File: src/hdl/jt12_pkg.sv
// JT12 register map, write FSM states and timing constants shared by all blocks
`default_nettype none

package jt12_pkg;

    // Register addresses handled in the lower bank
    typedef enum logic [7:0] {
        REG_TA_HI    = 8'h24,  // Timer A bits 9..2
        REG_TA_LO    = 8'h25,  // Timer A bits 1..0
        REG_TB       = 8'h26,
        REG_TMR_CTRL = 8'h27,  // Load, flag enable, flag clear
        REG_PCM_DATA = 8'h2A,  // Unsigned sample
        REG_PCM_EN   = 8'h2B
    } reg_addr_e;

    // Busy state after a data write
    typedef enum logic {
        WR_IDLE = 1'b0,
        WR_BUSY = 1'b1
    } wr_state_e;

    // Bit positions inside REG_TMR_CTRL
    localparam int CTRL_LOAD_A = 0;
    localparam int CTRL_LOAD_B = 1;
    localparam int CTRL_FEN_A  = 2;
    localparam int CTRL_FEN_B  = 3;
    localparam int CTRL_CLR_A  = 4;
    localparam int CTRL_CLR_B  = 5;

    localparam int PCM_EN_BIT  = 7;  // In REG_PCM_EN

    // Widths
    localparam int TA_W        = 10;
    localparam int TB_W        = 8;
    localparam int PCM_W       = 8;
    localparam int SND_W       = 16;

    // Timing, counted in cen or clk_en pulses
    localparam int CLK_DIV     = 6;   // cen per clk_en
    localparam int TB_PRESCALE = 16;  // clk_en per timer B step
    localparam int BUSY_CYCLES = 32;
    localparam int SAMPLE_DIV  = 24;  // clk_en per output sample

endpackage

`default_nettype wire

File: src/hdl/jt12_timer_if.sv
// Timer settings and flags shared by the register block and the timer block
`timescale 1ns/1ps
`default_nettype none

interface jt12_timer_if #(
    parameter int TA_WIDTH = jt12_pkg::TA_W,
    parameter int TB_WIDTH = jt12_pkg::TB_W
);
    logic [TA_WIDTH-1:0] value_a;
    logic [TB_WIDTH-1:0] value_b;
    logic                load_a;
    logic                load_b;
    logic                flag_en_a;
    logic                flag_en_b;
    logic                clr_a;      // One clk pulse
    logic                clr_b;
    logic                flag_a;
    logic                flag_b;

    modport regs (
        output value_a, value_b, load_a, load_b,
        output flag_en_a, flag_en_b, clr_a, clr_b
    );

    modport timers (
        input  value_a, value_b, load_a, load_b,
        input  flag_en_a, flag_en_b, clr_a, clr_b,
        output flag_a, flag_b
    );

endinterface

`default_nettype wire

File: src/hdl/jt12_pcm_out.sv
// JT12 DAC path turning the PCM register into a signed stereo sample stream
`timescale 1ns/1ps
`default_nettype none

module jt12_pcm_out (
    input  wire                                clk,
    input  wire                                arst_n,
    input  wire                                clk_en,
    input  wire         [jt12_pkg::PCM_W-1:0]  pcm_data,
    input  wire                                pcm_en,
    output logic signed [jt12_pkg::SND_W-1:0]  snd_left,
    output logic signed [jt12_pkg::SND_W-1:0]  snd_right,
    output logic                               snd_sample
);
    import jt12_pkg::*;

    localparam int SCW       = $clog2(SAMPLE_DIV);
    localparam int DAC_SHIFT = SND_W - PCM_W - 1;

    logic [SCW-1:0]          smp_cnt;
    logic                    strobe;
    logic signed [PCM_W-1:0] pcm_s;
    logic signed [SND_W-1:0] dac;

    assign strobe = clk_en && (smp_cnt == SCW'(SAMPLE_DIV - 1));

    // Offset binary to two's complement, i.e. data minus 128
    assign pcm_s = {~pcm_data[PCM_W-1], pcm_data[PCM_W-2:0]};
    assign dac   = pcm_en ? (SND_W'(pcm_s) <<< DAC_SHIFT) : '0;

    always_ff @(posedge clk or negedge arst_n) begin
        if (!arst_n) begin
            smp_cnt <= '0;
        end else if (clk_en) begin
            if (strobe) begin
                smp_cnt <= '0;
            end else begin
                smp_cnt <= smp_cnt + 1'b1;
            end
        end
    end

    // Outputs move only together with the strobe
    always_ff @(posedge clk or negedge arst_n) begin
        if (!arst_n) begin
            snd_sample <= 1'b0;
            snd_left   <= '0;
            snd_right  <= '0;
        end else begin
            snd_sample <= strobe;
            if (strobe) begin
                snd_left  <= dac;   // Same sample on both channels
                snd_right <= dac;
            end
        end
    end

endmodule

`default_nettype wire

File: src/hdl/jt12_regs.sv
// JT12 register block with CPU write decode, clock-enable prescaler and busy flag
`timescale 1ns/1ps
`default_nettype none

module jt12_regs #(
    parameter int TA_WIDTH = jt12_pkg::TA_W
) (
    input  wire                         clk,
    input  wire                         arst_n,
    input  wire                         cen,      // External clock enable
    input  wire  [7:0]                  din,
    input  wire  [1:0]                  addr,
    input  wire                         cs_n,
    input  wire                         wr_n,

    output logic                        clk_en,   // Internal clock enable
    output logic                        busy,
    output logic [jt12_pkg::PCM_W-1:0]  pcm_data,
    output logic                        pcm_en,

    jt12_timer_if.regs                  tmr
);
    import jt12_pkg::*;

    localparam int CEN_CW  = $clog2(CLK_DIV);
    localparam int BUSY_CW = $clog2(BUSY_CYCLES + 1);

    logic               write;
    logic               addr_wr;
    logic               data_wr;
    logic [7:0]         reg_sel;   // Latched register address
    logic [CEN_CW-1:0]  cen_cnt;
    logic [BUSY_CW-1:0] busy_cnt;
    wr_state_e          wr_state;

    assign write   = ~cs_n & ~wr_n;
    assign addr_wr = write & (addr == 2'b00);
    assign data_wr = write & (addr == 2'b01);  // Upper bank never matches

    // Prescaler on cen
    always_ff @(posedge clk or negedge arst_n) begin
        if (!arst_n) begin
            cen_cnt <= '0;
        end else if (cen) begin
            if (cen_cnt == CEN_CW'(CLK_DIV - 1)) begin
                cen_cnt <= '0;
            end else begin
                cen_cnt <= cen_cnt + 1'b1;
            end
        end
    end

    assign clk_en = cen && (cen_cnt == CEN_CW'(CLK_DIV - 1));

    // Address phase
    always_ff @(posedge clk or negedge arst_n) begin
        if (!arst_n) begin
            reg_sel <= '0;
        end else if (addr_wr) begin
            reg_sel <= din;
        end
    end

    // Data phase into timer and PCM registers
    always_ff @(posedge clk or negedge arst_n) begin
        if (!arst_n) begin
            tmr.value_a   <= '0;
            tmr.value_b   <= '0;
            tmr.load_a    <= 1'b0;
            tmr.load_b    <= 1'b0;
            tmr.flag_en_a <= 1'b0;
            tmr.flag_en_b <= 1'b0;
            tmr.clr_a     <= 1'b0;
            tmr.clr_b     <= 1'b0;
            pcm_data      <= '0;
            pcm_en        <= 1'b0;
        end else begin
            tmr.clr_a <= 1'b0;  // Pulses by default
            tmr.clr_b <= 1'b0;
            if (data_wr) begin
                case (reg_sel)
                    REG_TA_HI:    tmr.value_a[TA_WIDTH-1:2] <= din[TA_WIDTH-3:0];
                    REG_TA_LO:    tmr.value_a[1:0] <= din[1:0];
                    REG_TB:       tmr.value_b <= din;
                    REG_TMR_CTRL: begin
                        tmr.load_a    <= din[CTRL_LOAD_A];
                        tmr.load_b    <= din[CTRL_LOAD_B];
                        tmr.flag_en_a <= din[CTRL_FEN_A];
                        tmr.flag_en_b <= din[CTRL_FEN_B];
                        tmr.clr_a     <= din[CTRL_CLR_A];
                        tmr.clr_b     <= din[CTRL_CLR_B];
                    end
                    REG_PCM_DATA: pcm_data <= din;
                    REG_PCM_EN:   pcm_en <= din[PCM_EN_BIT];
                    default:      ;  // Unmapped address
                endcase
            end
        end
    end

    // Busy FSM
    // A clk_en in the write cycle itself counts as the first tick, so busy
    // spans BUSY_CYCLES full clk_en periods plus the initial alignment
    always_ff @(posedge clk or negedge arst_n) begin
        if (!arst_n) begin
            wr_state <= WR_IDLE;
            busy_cnt <= '0;
        end else if (data_wr) begin
            wr_state <= WR_BUSY;
            busy_cnt <= BUSY_CW'(clk_en);  // Restart on every data write
        end else if (clk_en) begin
            case (wr_state)
                WR_BUSY: begin
                    if (busy_cnt == BUSY_CW'(BUSY_CYCLES)) begin
                        wr_state <= WR_IDLE;
                    end else begin
                        busy_cnt <= busy_cnt + 1'b1;
                    end
                end
                default: busy_cnt <= '0;
            endcase
        end
    end

    assign busy = (wr_state == WR_BUSY);

endmodule

`default_nettype wire

File: src/hdl/jt12_timer.sv
// JT12 timer counter, a prescaled reloading up-counter that pulses on overflow
`timescale 1ns/1ps
`default_nettype none

module jt12_timer #(
    parameter int WIDTH    = 10,
    parameter int PRESCALE = 1     // clk_en pulses per count step
) (
    input  wire              clk,
    input  wire              arst_n,
    input  wire              clk_en,
    input  wire  [WIDTH-1:0] value,
    input  wire              load,
    output logic             overflow
);
    localparam int PW = (PRESCALE > 1) ? $clog2(PRESCALE) : 1;

    logic [PW-1:0]    pre_cnt;
    logic             tick;
    logic [WIDTH-1:0] cnt;

    // Free running prescaler, stays at zero when PRESCALE is 1
    assign tick = clk_en && (pre_cnt == PW'(PRESCALE - 1));

    always_ff @(posedge clk or negedge arst_n) begin
        if (!arst_n) begin
            pre_cnt <= '0;
        end else if (clk_en) begin
            if (tick) begin
                pre_cnt <= '0;
            end else begin
                pre_cnt <= pre_cnt + 1'b1;
            end
        end
    end

    always_ff @(posedge clk or negedge arst_n) begin
        if (!arst_n) begin
            cnt      <= '0;
            overflow <= 1'b0;
        end else begin
            overflow <= 1'b0;
            if (!load) begin
                cnt <= value;            // Hold reload value while stopped
            end else if (tick) begin
                if (&cnt) begin
                    cnt      <= value;
                    overflow <= 1'b1;
                end else begin
                    cnt <= cnt + 1'b1;
                end
            end
        end
    end

endmodule

`default_nettype wire

File: src/hdl/jt12_timers.sv
// JT12 timers A and B with status flags and interrupt request
`timescale 1ns/1ps
`default_nettype none

module jt12_timers #(
    parameter int TA_WIDTH = jt12_pkg::TA_W,
    parameter int TB_WIDTH = jt12_pkg::TB_W,
    parameter int TB_DIV   = jt12_pkg::TB_PRESCALE
) (
    input  wire          clk,
    input  wire          arst_n,
    input  wire          clk_en,
    output logic         irq_n,

    jt12_timer_if.timers tmr
);
    logic ovf_a;
    logic ovf_b;

    // Timer A steps on every clk_en
    jt12_timer #(
        .WIDTH    ( TA_WIDTH ),
        .PRESCALE ( 1        )
    ) u_timer_a (
        .clk      ( clk         ),
        .arst_n   ( arst_n      ),
        .clk_en   ( clk_en      ),
        .value    ( tmr.value_a ),
        .load     ( tmr.load_a  ),
        .overflow ( ovf_a       )
    );

    jt12_timer #(
        .WIDTH    ( TB_WIDTH ),
        .PRESCALE ( TB_DIV   )
    ) u_timer_b (
        .clk      ( clk         ),
        .arst_n   ( arst_n      ),
        .clk_en   ( clk_en      ),
        .value    ( tmr.value_b ),
        .load     ( tmr.load_b  ),
        .overflow ( ovf_b       )
    );

    // Flags are sticky, clear has priority over a new overflow
    always_ff @(posedge clk or negedge arst_n) begin
        if (!arst_n) begin
            tmr.flag_a <= 1'b0;
            tmr.flag_b <= 1'b0;
        end else begin
            if (tmr.clr_a) begin
                tmr.flag_a <= 1'b0;
            end else if (ovf_a && tmr.flag_en_a) begin
                tmr.flag_a <= 1'b1;
            end
            if (tmr.clr_b) begin
                tmr.flag_b <= 1'b0;
            end else if (ovf_b && tmr.flag_en_b) begin
                tmr.flag_b <= 1'b1;
            end
        end
    end

    assign irq_n = ~(tmr.flag_a | tmr.flag_b);

endmodule

`default_nettype wire

File: src/hdl/jt12_top.sv
// JT12 top level with register, timer and PCM blocks plus the status byte
`timescale 1ns/1ps
`default_nettype none

module jt12_top #(
    parameter int TA_WIDTH = jt12_pkg::TA_W,
    parameter int TB_WIDTH = jt12_pkg::TB_W,
    parameter int TB_DIV   = jt12_pkg::TB_PRESCALE
) (
    input  wire                                clk,
    input  wire                                arst_n,
    input  wire                                cen,    // Tie to 1 if unused
    input  wire         [7:0]                  din,
    input  wire         [1:0]                  addr,
    input  wire                                cs_n,
    input  wire                                wr_n,

    output logic        [7:0]                  dout,
    output logic                               irq_n,
    output logic signed [jt12_pkg::SND_W-1:0]  snd_left,
    output logic signed [jt12_pkg::SND_W-1:0]  snd_right,
    output logic                               snd_sample
);
    import jt12_pkg::*;

    logic             clk_en;
    logic             busy;
    logic [PCM_W-1:0] pcm_data;
    logic             pcm_en;

    jt12_timer_if #(
        .TA_WIDTH ( TA_WIDTH ),
        .TB_WIDTH ( TB_WIDTH )
    ) tmr_if ();

    jt12_regs #(
        .TA_WIDTH ( TA_WIDTH )
    ) u_regs (
        .clk      ( clk      ),
        .arst_n   ( arst_n   ),
        .cen      ( cen      ),
        .din      ( din      ),
        .addr     ( addr     ),
        .cs_n     ( cs_n     ),
        .wr_n     ( wr_n     ),
        .clk_en   ( clk_en   ),
        .busy     ( busy     ),
        .pcm_data ( pcm_data ),
        .pcm_en   ( pcm_en   ),
        .tmr      ( tmr_if   )
    );

    jt12_timers #(
        .TA_WIDTH ( TA_WIDTH ),
        .TB_WIDTH ( TB_WIDTH ),
        .TB_DIV   ( TB_DIV   )
    ) u_timers (
        .clk      ( clk      ),
        .arst_n   ( arst_n   ),
        .clk_en   ( clk_en   ),
        .irq_n    ( irq_n    ),
        .tmr      ( tmr_if   )
    );

    jt12_pcm_out u_pcm_out (
        .clk        ( clk        ),
        .arst_n     ( arst_n     ),
        .clk_en     ( clk_en     ),
        .pcm_data   ( pcm_data   ),
        .pcm_en     ( pcm_en     ),
        .snd_left   ( snd_left   ),
        .snd_right  ( snd_right  ),
        .snd_sample ( snd_sample )
    );

    // Status byte, same on every read address
    assign dout = {busy, 5'd0, tmr_if.flag_b, tmr_if.flag_a};

endmodule

`default_nettype wire

File: config.mk
export PLATFORM = sky130hd
export DESIGN_NAME = jt12_top
export DESIGN_NICKNAME = d
export VERILOG_FILES = /design/src/hdl/jt12_pkg.sv /design/src/hdl/jt12_timer_if.sv /design/src/hdl/jt12_pcm_out.sv /design/src/hdl/jt12_regs.sv /design/src/hdl/jt12_timer.sv /design/src/hdl/jt12_timers.sv /design/src/hdl/jt12_top.sv
export SDC_FILE = /design/constraint.sdc
export NUM_CORES = 1
export LEC_CHECK = 0
export BUFFER_PORTS_ARGS = -buffer_cell sky130_fd_sc_hd__clkbuf_2
export CORE_AREA = 3 3 100 102
export CTS_CLUSTER_SIZE = 10
export DETAILED_ROUTE_END_ITERATION = 12
export DIE_AREA = 0 0 103 105
export HOLD_SLACK_MARGIN = 0.03
export PLACE_DENSITY = 0.69
export SLEW_MARGIN = 20
export SYNTH_ARGS = -nofsm -noshare
export SYNTH_HDL_FRONTEND = slang
export SYNTH_SLANG_ARGS = --single-unit
File: constraint.sdc
create_clock -name clk -period 2.5 [get_ports clk]
set_clock_uncertainty 0.2 [all_clocks]
set_input_delay 0.25 -clock clk [delete_from_list [all_inputs] [get_ports clk]]
set_output_delay 0.25 -clock clk [all_outputs]
set_load 0.02 [all_outputs]
==> run summary, run 1 <==
Distinct cells, synth -> 58
total grt overflow -> 0
CP Data Arrival Time -> 2.37 ns
Relative slew margins -> 0.629
Die ar. -> 0.0108 mm2
MaxCap Viol Count -> 0
vias per cell -> 5.40
drt pass-1 iters -> 4
FP Rows -> 35
post-DP HPWL -> 6300 um
Sw Pwr -> 0.929 mW
Min-Delay Startpoint -> addr[0]
top-count cell post-synth -> dfrtp_1
achievable clock frequency -> 430 MHz
gpl congestion -> 0.785
# IOs -> 57
via count -> 3,095
Antenna Cells -> 0
CTS tree -> built
layout cells sized above 1 -> 0.247
Max Transition Viols Final -> 0
root buffer cell -> clkbuf_8
cells after synthesis -> 414
R2R Path Start -> u_regs.reg_sel[4]
crit-path max FO -> 8
Lkg Pwr -> 2.48 nW
Die W -> 103 um
initial antenna violation count -> 0
first-pass GRT wire length -> 14,800 um
mapped cell area -> 0.00457 mm2
setup_tns -> 0 ns
Sequential Area -> 0.00230 mm2
post-place setup slack -> 0.178 ns
number of fill cells -> 800
Starting Density -> 0.497
fin nets -> 478
Hold WC Path Type -> input port to flip-flop
Min-Delay Path Depth -> 3
Post-synth EDFFs -> 0
CTS resizes -> 0
dominant synthesized flop cell -> dfrtp_1
Synth top area share -> 0.504
All-Layer GR Usage -> 0.172
post-synthesis async set-or-reset flop share -> 1.00
Hold EP -> u_regs.busy
switch share -> 0.298
Residual DRC -> 0
yosys warns -> 0
CP required -> 2.55 ns
htree depth -> 3
Yosys top cell by area -> dfrtp_1
antenna-violating nets left -> 0
vias in the first global route -> 2,938
hold slack -> 0.0284 ns
peak supply drop -> 355 uV
Clock Sinks -> 92
Clock power frac -> 0.306
cell internal pwr -> 2.19 mW
Final Hold Vio Count -> 0
final wirelength -> 8740 um
Core Area -> 0.00920 mm2
# setup viols final -> 0
largest net degree at the start of global routing -> 39
RR Endpoint -> u_regs.tmr.value_a[4]
Tmin final -> 2.33 ns
sequential share of the synthesized area -> 0.504
CTS max path bufs -> 2
outcome -> complete, no violations
reg2reg setup slack -> 0.17 ns
WL/cell -> 15.2 um
Setup WS post-layout -> 0.172 ns
fin cells -> 573
syn_area_per_cell -> 11.0 um2
die span in y -> 105 um
Setup crit start kind -> flip-flop
buffers inserted during post-CTS setup optimization -> 0
CTS clk-pin slew, worst paths -> 0.10 ns
pwr/cell area -> 619 mW/mm2
Post-synth top cells -> 92 x dfrtp_1, 52 x nand2_1, 32 x buf_4, 26 x o21ai_0, 23 x mux2_2
cts hold-fix bufs -> 8
total CTS buffers -> 9
RSZ-0062 raised after global routing -> false
Seq pwr share -> 0.565
port bufs -> 37
area of the multi-input gates -> 0.00199 mm2
clk_lat worst skew -> 0.37 ns
top cells by area, synth -> dfrtp_1 50%, mux2_2 5.7%, buf_4 5.3%
fin crit share -> 0.931
kind of critical path -> flip-flop to flip-flop
crit end category -> flip-flop
Comb pwr share -> 0.129
slew at the pin closest to its max-slew limit -> 0.555 ns
P&R area growth vs syn -> 10.1%
worst r2r path cells -> 4
Placed Instances -> 549
Starting DRT DRC Count -> 139
Synth Register Bits -> 92
==> routing by layer <==
metal	routed length (um)	track usage	up-vias	part of all wire
met4	125	0.0444	0	0.014
met5	0	0	-	0
met1	4040	0.245	1512	0.46
met3	319	0.0414	11	0.037
met2	4250	0.264	66	0.49
li1	-	-	1506	-
==> power groups by stage <==
stage          clock, mW  combinational (mW)  sequential (mW)
6_report           0.953               0.403             1.76
5_1_grt             1.05               0.460             1.79
4_1_cts            0.982               0.408             1.76
3_5_place_dp           0               0.397             1.79
3_3_place_gp           0               0.376             1.78
2_1_floorplan          0               0.307             1.76
==> cells in the final DEF, fill, tap and decap left out, types with 3 or more instances in the layout <==
cell type	instances
a31oi_1	3
mux2_4	16
mux2i_1	6
nand3_1	16
and2_1	5
inv_1	13
xor2_1	6
nand3b_1	3
o21ai_0	26
buf_4	11
clkbuf_8	9
inv_6	3
nand4_1	8
nor4_1	5
a21oi_1	7
a21o_1	3
mux2_2	23
nor3_1	5
nand2b_1	4
clkbuf_2	36
and3_1	4
ha_1	6
a22oi_1	4
dlygate4sd3_1	8
nor2_1	17
dfrtp_1	92
conb_1	19
nand2_1	52
o21a_1	3
or3_1	3
==> final cells by class <==
type | instances | area share
clock buffer | 9 | 0.0246
timing repair buffer | 56 | 0.0721
multi-input combinational | 285 | 0.396
clock inverter | 7 | 0.0124
sequential | 92 | 0.457
inverter | 13 | 0.00969
tap | 111 | 0.0276
==> worst max-delay path by stage <==
stage                           start                    end  cells past startpoint
floorplan           u_regs.reg_sel[4]  u_regs.tmr.value_a[2]                      5
global placement    u_regs.reg_sel[4]  u_regs.tmr.value_a[5]                      4
detailed placement  u_regs.reg_sel[4]  u_regs.tmr.value_a[4]                      4
CTS                 u_regs.reg_sel[4]  u_regs.tmr.value_a[4]                      4
global route        u_regs.reg_sel[4]  u_regs.tmr.value_a[2]                      4
finish              u_regs.reg_sel[4]  u_regs.tmr.value_a[4]                      4
==> metrics by stage <==
| step | power [mW] | instance area [um2] | utilization |
|---|---|---|---|
| after floorplan | 2.06 | 4640 | - |
| after global placement | 2.16 | 4770 | 0.518 |
| after detailed placement | 2.19 | 4770 | 0.518 |
| after CTS | 3.15 | 5030 | 0.547 |
| after global routing | 3.30 | 5030 | 0.547 |
| final | 3.11 | 5030 | 0.547 |
==> registers in the layout, summed over array words and instances, names as in the netlist, 3 cells and up <==
name,flops
u_regs.tmr.value_a,10
u_timers.u_timer_a.cnt,10
u_pcm_out.snd_left,8
u_regs.pcm_data,8
u_regs.reg_sel,8
u_regs.tmr.value_b,8
u_timers.u_timer_b.cnt,8
u_regs.busy_cnt,6
u_pcm_out.smp_cnt,5
u_timers.u_timer_b.pre_cnt,4
u_regs.cen_cnt,3
==> worst max-delay path: stages, from the launching register on <==
cell and delay [ns]:
dfrtp_1 0.42, nor4b_4 0.32, nand3b_2 0.14, or4_1 0.75
mux2_4 0.38
==> cell families (layout without fill, tap and decap cells) <==
kind of cell	after synthesis	count (layout)	share of synthesized area
compound gates	67	67	0.0975
xor+xnor	8	8	0.0153
fa+ha+maj	6	6	0.0164
buf+inv	55	85	0.0747
flops	92	92	0.504
mux	45	45	0.122
other cells	1	19	0.000820
simple gates	140	140	0.169
No activity file was read; power rests on OpenSTA's default activity.
==> run 2: changes to the inputs <==
--- a/config.mk
+++ b/config.mk
@@ -12,7 +12,7 @@
 export DIE_AREA = 0 0 103 105
 export HOLD_SLACK_MARGIN = 0.03
 export PLACE_DENSITY = 0.69
-export SLEW_MARGIN = 20
+export SETUP_SLACK_MARGIN = 0.4
 export SYNTH_ARGS = -nofsm -noshare
 export SYNTH_HDL_FRONTEND = slang
 export SYNTH_SLANG_ARGS = --single-unit
==> run summary, run 2 (synthesis gave the netlist of run 1 again) <==
outcome -> complete, no violations
gpl congestion -> 0.785 (unchanged)
Cell Chain, Critical Path -> nor4b_4, nand3b_4, or4_4, mux2_4
Min-Delay Path Depth -> 2 (-1)
peak supply drop -> 355 uV (about the same)
switch share -> 0.300 (+0.00196)
worst r2r path cells -> 4 (unchanged)
achievable clock frequency -> 476 MHz (+11%)
vias in the first global route -> 2,946 (+0.27%)
total grt overflow -> 0 (unchanged)
post-place setup slack -> 0.178 ns (unchanged)
fin crit share -> 0.841 (-0.0899)
Starting Density -> 0.497 (unchanged)
critical path's slowest cell -> or4_4
total CTS buffers -> 9 (unchanged)
hold slack -> 0.0408 ns (+0.0124 ns)
Sw Pwr -> 0.941 mW (+1.3%)
vias per cell -> 5.42 (+0.33%)
Clock power frac -> 0.303 (-0.003)
Seq pwr share -> 0.565 (about the same)
Comb pwr share -> 0.133 (+0.004)
Max Transition Viols Final -> 0 (unchanged)
root buffer cell -> clkbuf_8
top flop regs -> u_regs.tmr.value_a: 10 flops, u_timers.u_timer_a.cnt: 10 flops
R2R Path Start -> u_regs.reg_sel[4]
most frequent cells in the layout -> 92 x dfrtp_1, 52 x nand2_1, 36 x clkbuf_2
layout cells sized above 1 -> 0.261 (+0.0140)
reg2reg setup slack -> 0.40 ns (+0.22 ns)
P&R area growth vs syn -> 11.7%
Lkg Pwr -> 2.52 nW (+1.6%)
Antenna Cells -> 0 (unchanged)
drt pass-1 iters -> 4 (unchanged)
antenna-violating nets left -> 0 (unchanged)
kind of critical path -> flip-flop to flip-flop
Hold EP -> u_regs.tmr.flag_en_a
WL/cell -> 15.4 um (+1.1%)
CTS max path bufs -> 2 (unchanged)
MaxCap Viol Count -> 0 (unchanged)
htree depth -> 3 (unchanged)
# setup viols final -> 0 (unchanged)
CTS tree -> built
post-DP HPWL -> 6300 um (unchanged)
CP required -> 2.54 ns (about the same)
via count -> 3,116 (+0.68%)
Power, Total -> 3.14 mW (+0.65%)
FP Rows -> 35 (unchanged)
Die ar. -> 0.0108 mm2 (unchanged)
setup_tns -> 0 ns (unchanged)
fin nets -> 480 (+0.42%)
Tmin final -> 2.10 ns (-0.225 ns)
Final Hold Vio Count -> 0 (unchanged)
largest net degree at the start of global routing -> 39 (unchanged)
crit end category -> flip-flop
number of fill cells -> 793 (-0.88%)
fin area -> 0.00511 mm2 (+1.5%)
port bufs -> 37 (unchanged)
CTS clk-pin slew, worst paths -> 0.11 ns (about the same)
Placed Instance Area -> 0.00477 mm2 (unchanged)
most common cell after layout, fill and taps aside -> dfrtp_1
pwr/cell area -> 614 mW/mm2 (-0.81%)
first-pass GRT wire length -> 14,900 um (+0.47%)
Min-Delay Startpoint -> din[2]
Setup WS post-layout -> 0.397 ns (+0.225 ns)
CP Data Arrival Time -> 2.14 ns (-0.23 ns)
Hold WC Path Type -> input port to flip-flop
die span in y -> 105 um (unchanged)
critical path's largest stage delay -> 0.54 ns (-0.21 ns)
RR Endpoint -> u_regs.tmr.value_a[4]
All-Layer GR Usage -> 0.173 (+0.000826)
Core Area -> 0.00920 mm2 (unchanged)
final wirelength -> 8860 um (+1.4%)
Setup crit start kind -> flip-flop
Die W -> 103 um (unchanged)
cell internal pwr -> 2.19 mW (+0.36%)
initial antenna violation count -> 0 (unchanged)
Residual DRC -> 0 (unchanged)
Starting DRT DRC Count -> 170 (+22%)
# IOs -> 57 (unchanged)
RSZ-0062 raised after global routing -> true
crit-path max FO -> 8 (unchanged)
Clock Sinks -> 92 (unchanged)
clk_lat worst skew -> 0.36 ns (about the same)
==> run 2: layout make-up <==
class	count	area [um2]	share of cell area
Inverter	13	48.8	0.00955
Clock inverter	7	62.6	0.0122
Timing Repair Buffer	58	393	0.0769
Sequential cell	92	2300	0.451
Clock buffer	9	124	0.0243
Multi-Input combinational cell	285	2040	0.399
Tap cell	111	139	0.0272
==> run 2: worst max-delay path: cells and delay by family, from the launching register on <==
kind | cells | cell delay (ns)
DFF | 1 | 0.42
muxes | 1 | 0.33
and+or+nand+nor | 3 | 1.03
==> run 2: what timing repair did <==
item | CTS | global route
resized for setup | 2 | 6
hold endpoints to repair | 59 | 0
hold buffers | 9 | 0
pin swaps | 1 | 2
setup endpoints to repair | 16 | 32
setup buffers | 0 | 1
==> run 2: worst max-delay path by stage <==
| stage | from | to | slack, ns | cells past startpoint |
|---|---|---|---|---|
| 2_1_floorplan | u_regs.reg_sel[4] | u_regs.tmr.value_a[2] | 0.44 | 5 |
| 3_3_place_gp | u_regs.reg_sel[4] | u_regs.tmr.value_a[5] | 0.24 | 4 |
| 3_5_place_dp | u_regs.reg_sel[4] | u_regs.tmr.value_a[4] | 0.18 | 4 |
| 4_1_cts | u_regs.reg_sel[4] | u_regs.tmr.value_a[4] | 0.40 | 4 |
| 5_1_grt | u_regs.reg_sel[4] | u_regs.tmr.value_a[2] | 0.31 | 4 |
| 6_report | u_regs.reg_sel[4] | u_regs.tmr.value_a[4] | 0.40 | 4 |
==> run 2: layer usage <==
layer | GRT usage | wire length, um
met1 | 0.245 | 4090
met2 | 0.267 | 4320
met3 | 0.0414 | 295
met5 | 0 | 0
met4 | 0.0444 | 150
==> run 2: power by group through the flow <==
stage          combinational (mW)  sequential [mW]  clock, mW
6_report                    0.416             1.77      0.950
5_1_grt                     0.473             1.80       1.05
3_5_place_dp                0.397             1.79          0
4_1_cts                     0.410             1.76      0.982
3_3_place_gp                0.376             1.78          0
2_1_floorplan               0.307             1.76          0
==> run 2: per-stage QoR <==
step / std cells / utilization
6_report: 575 / 0.555
5_1_grt: 575 / 0.555
4_1_cts: 574 / 0.549
3_5_place_dp: 549 / 0.518
3_3_place_gp: 549 / 0.518
2_1_floorplan: 432 / -
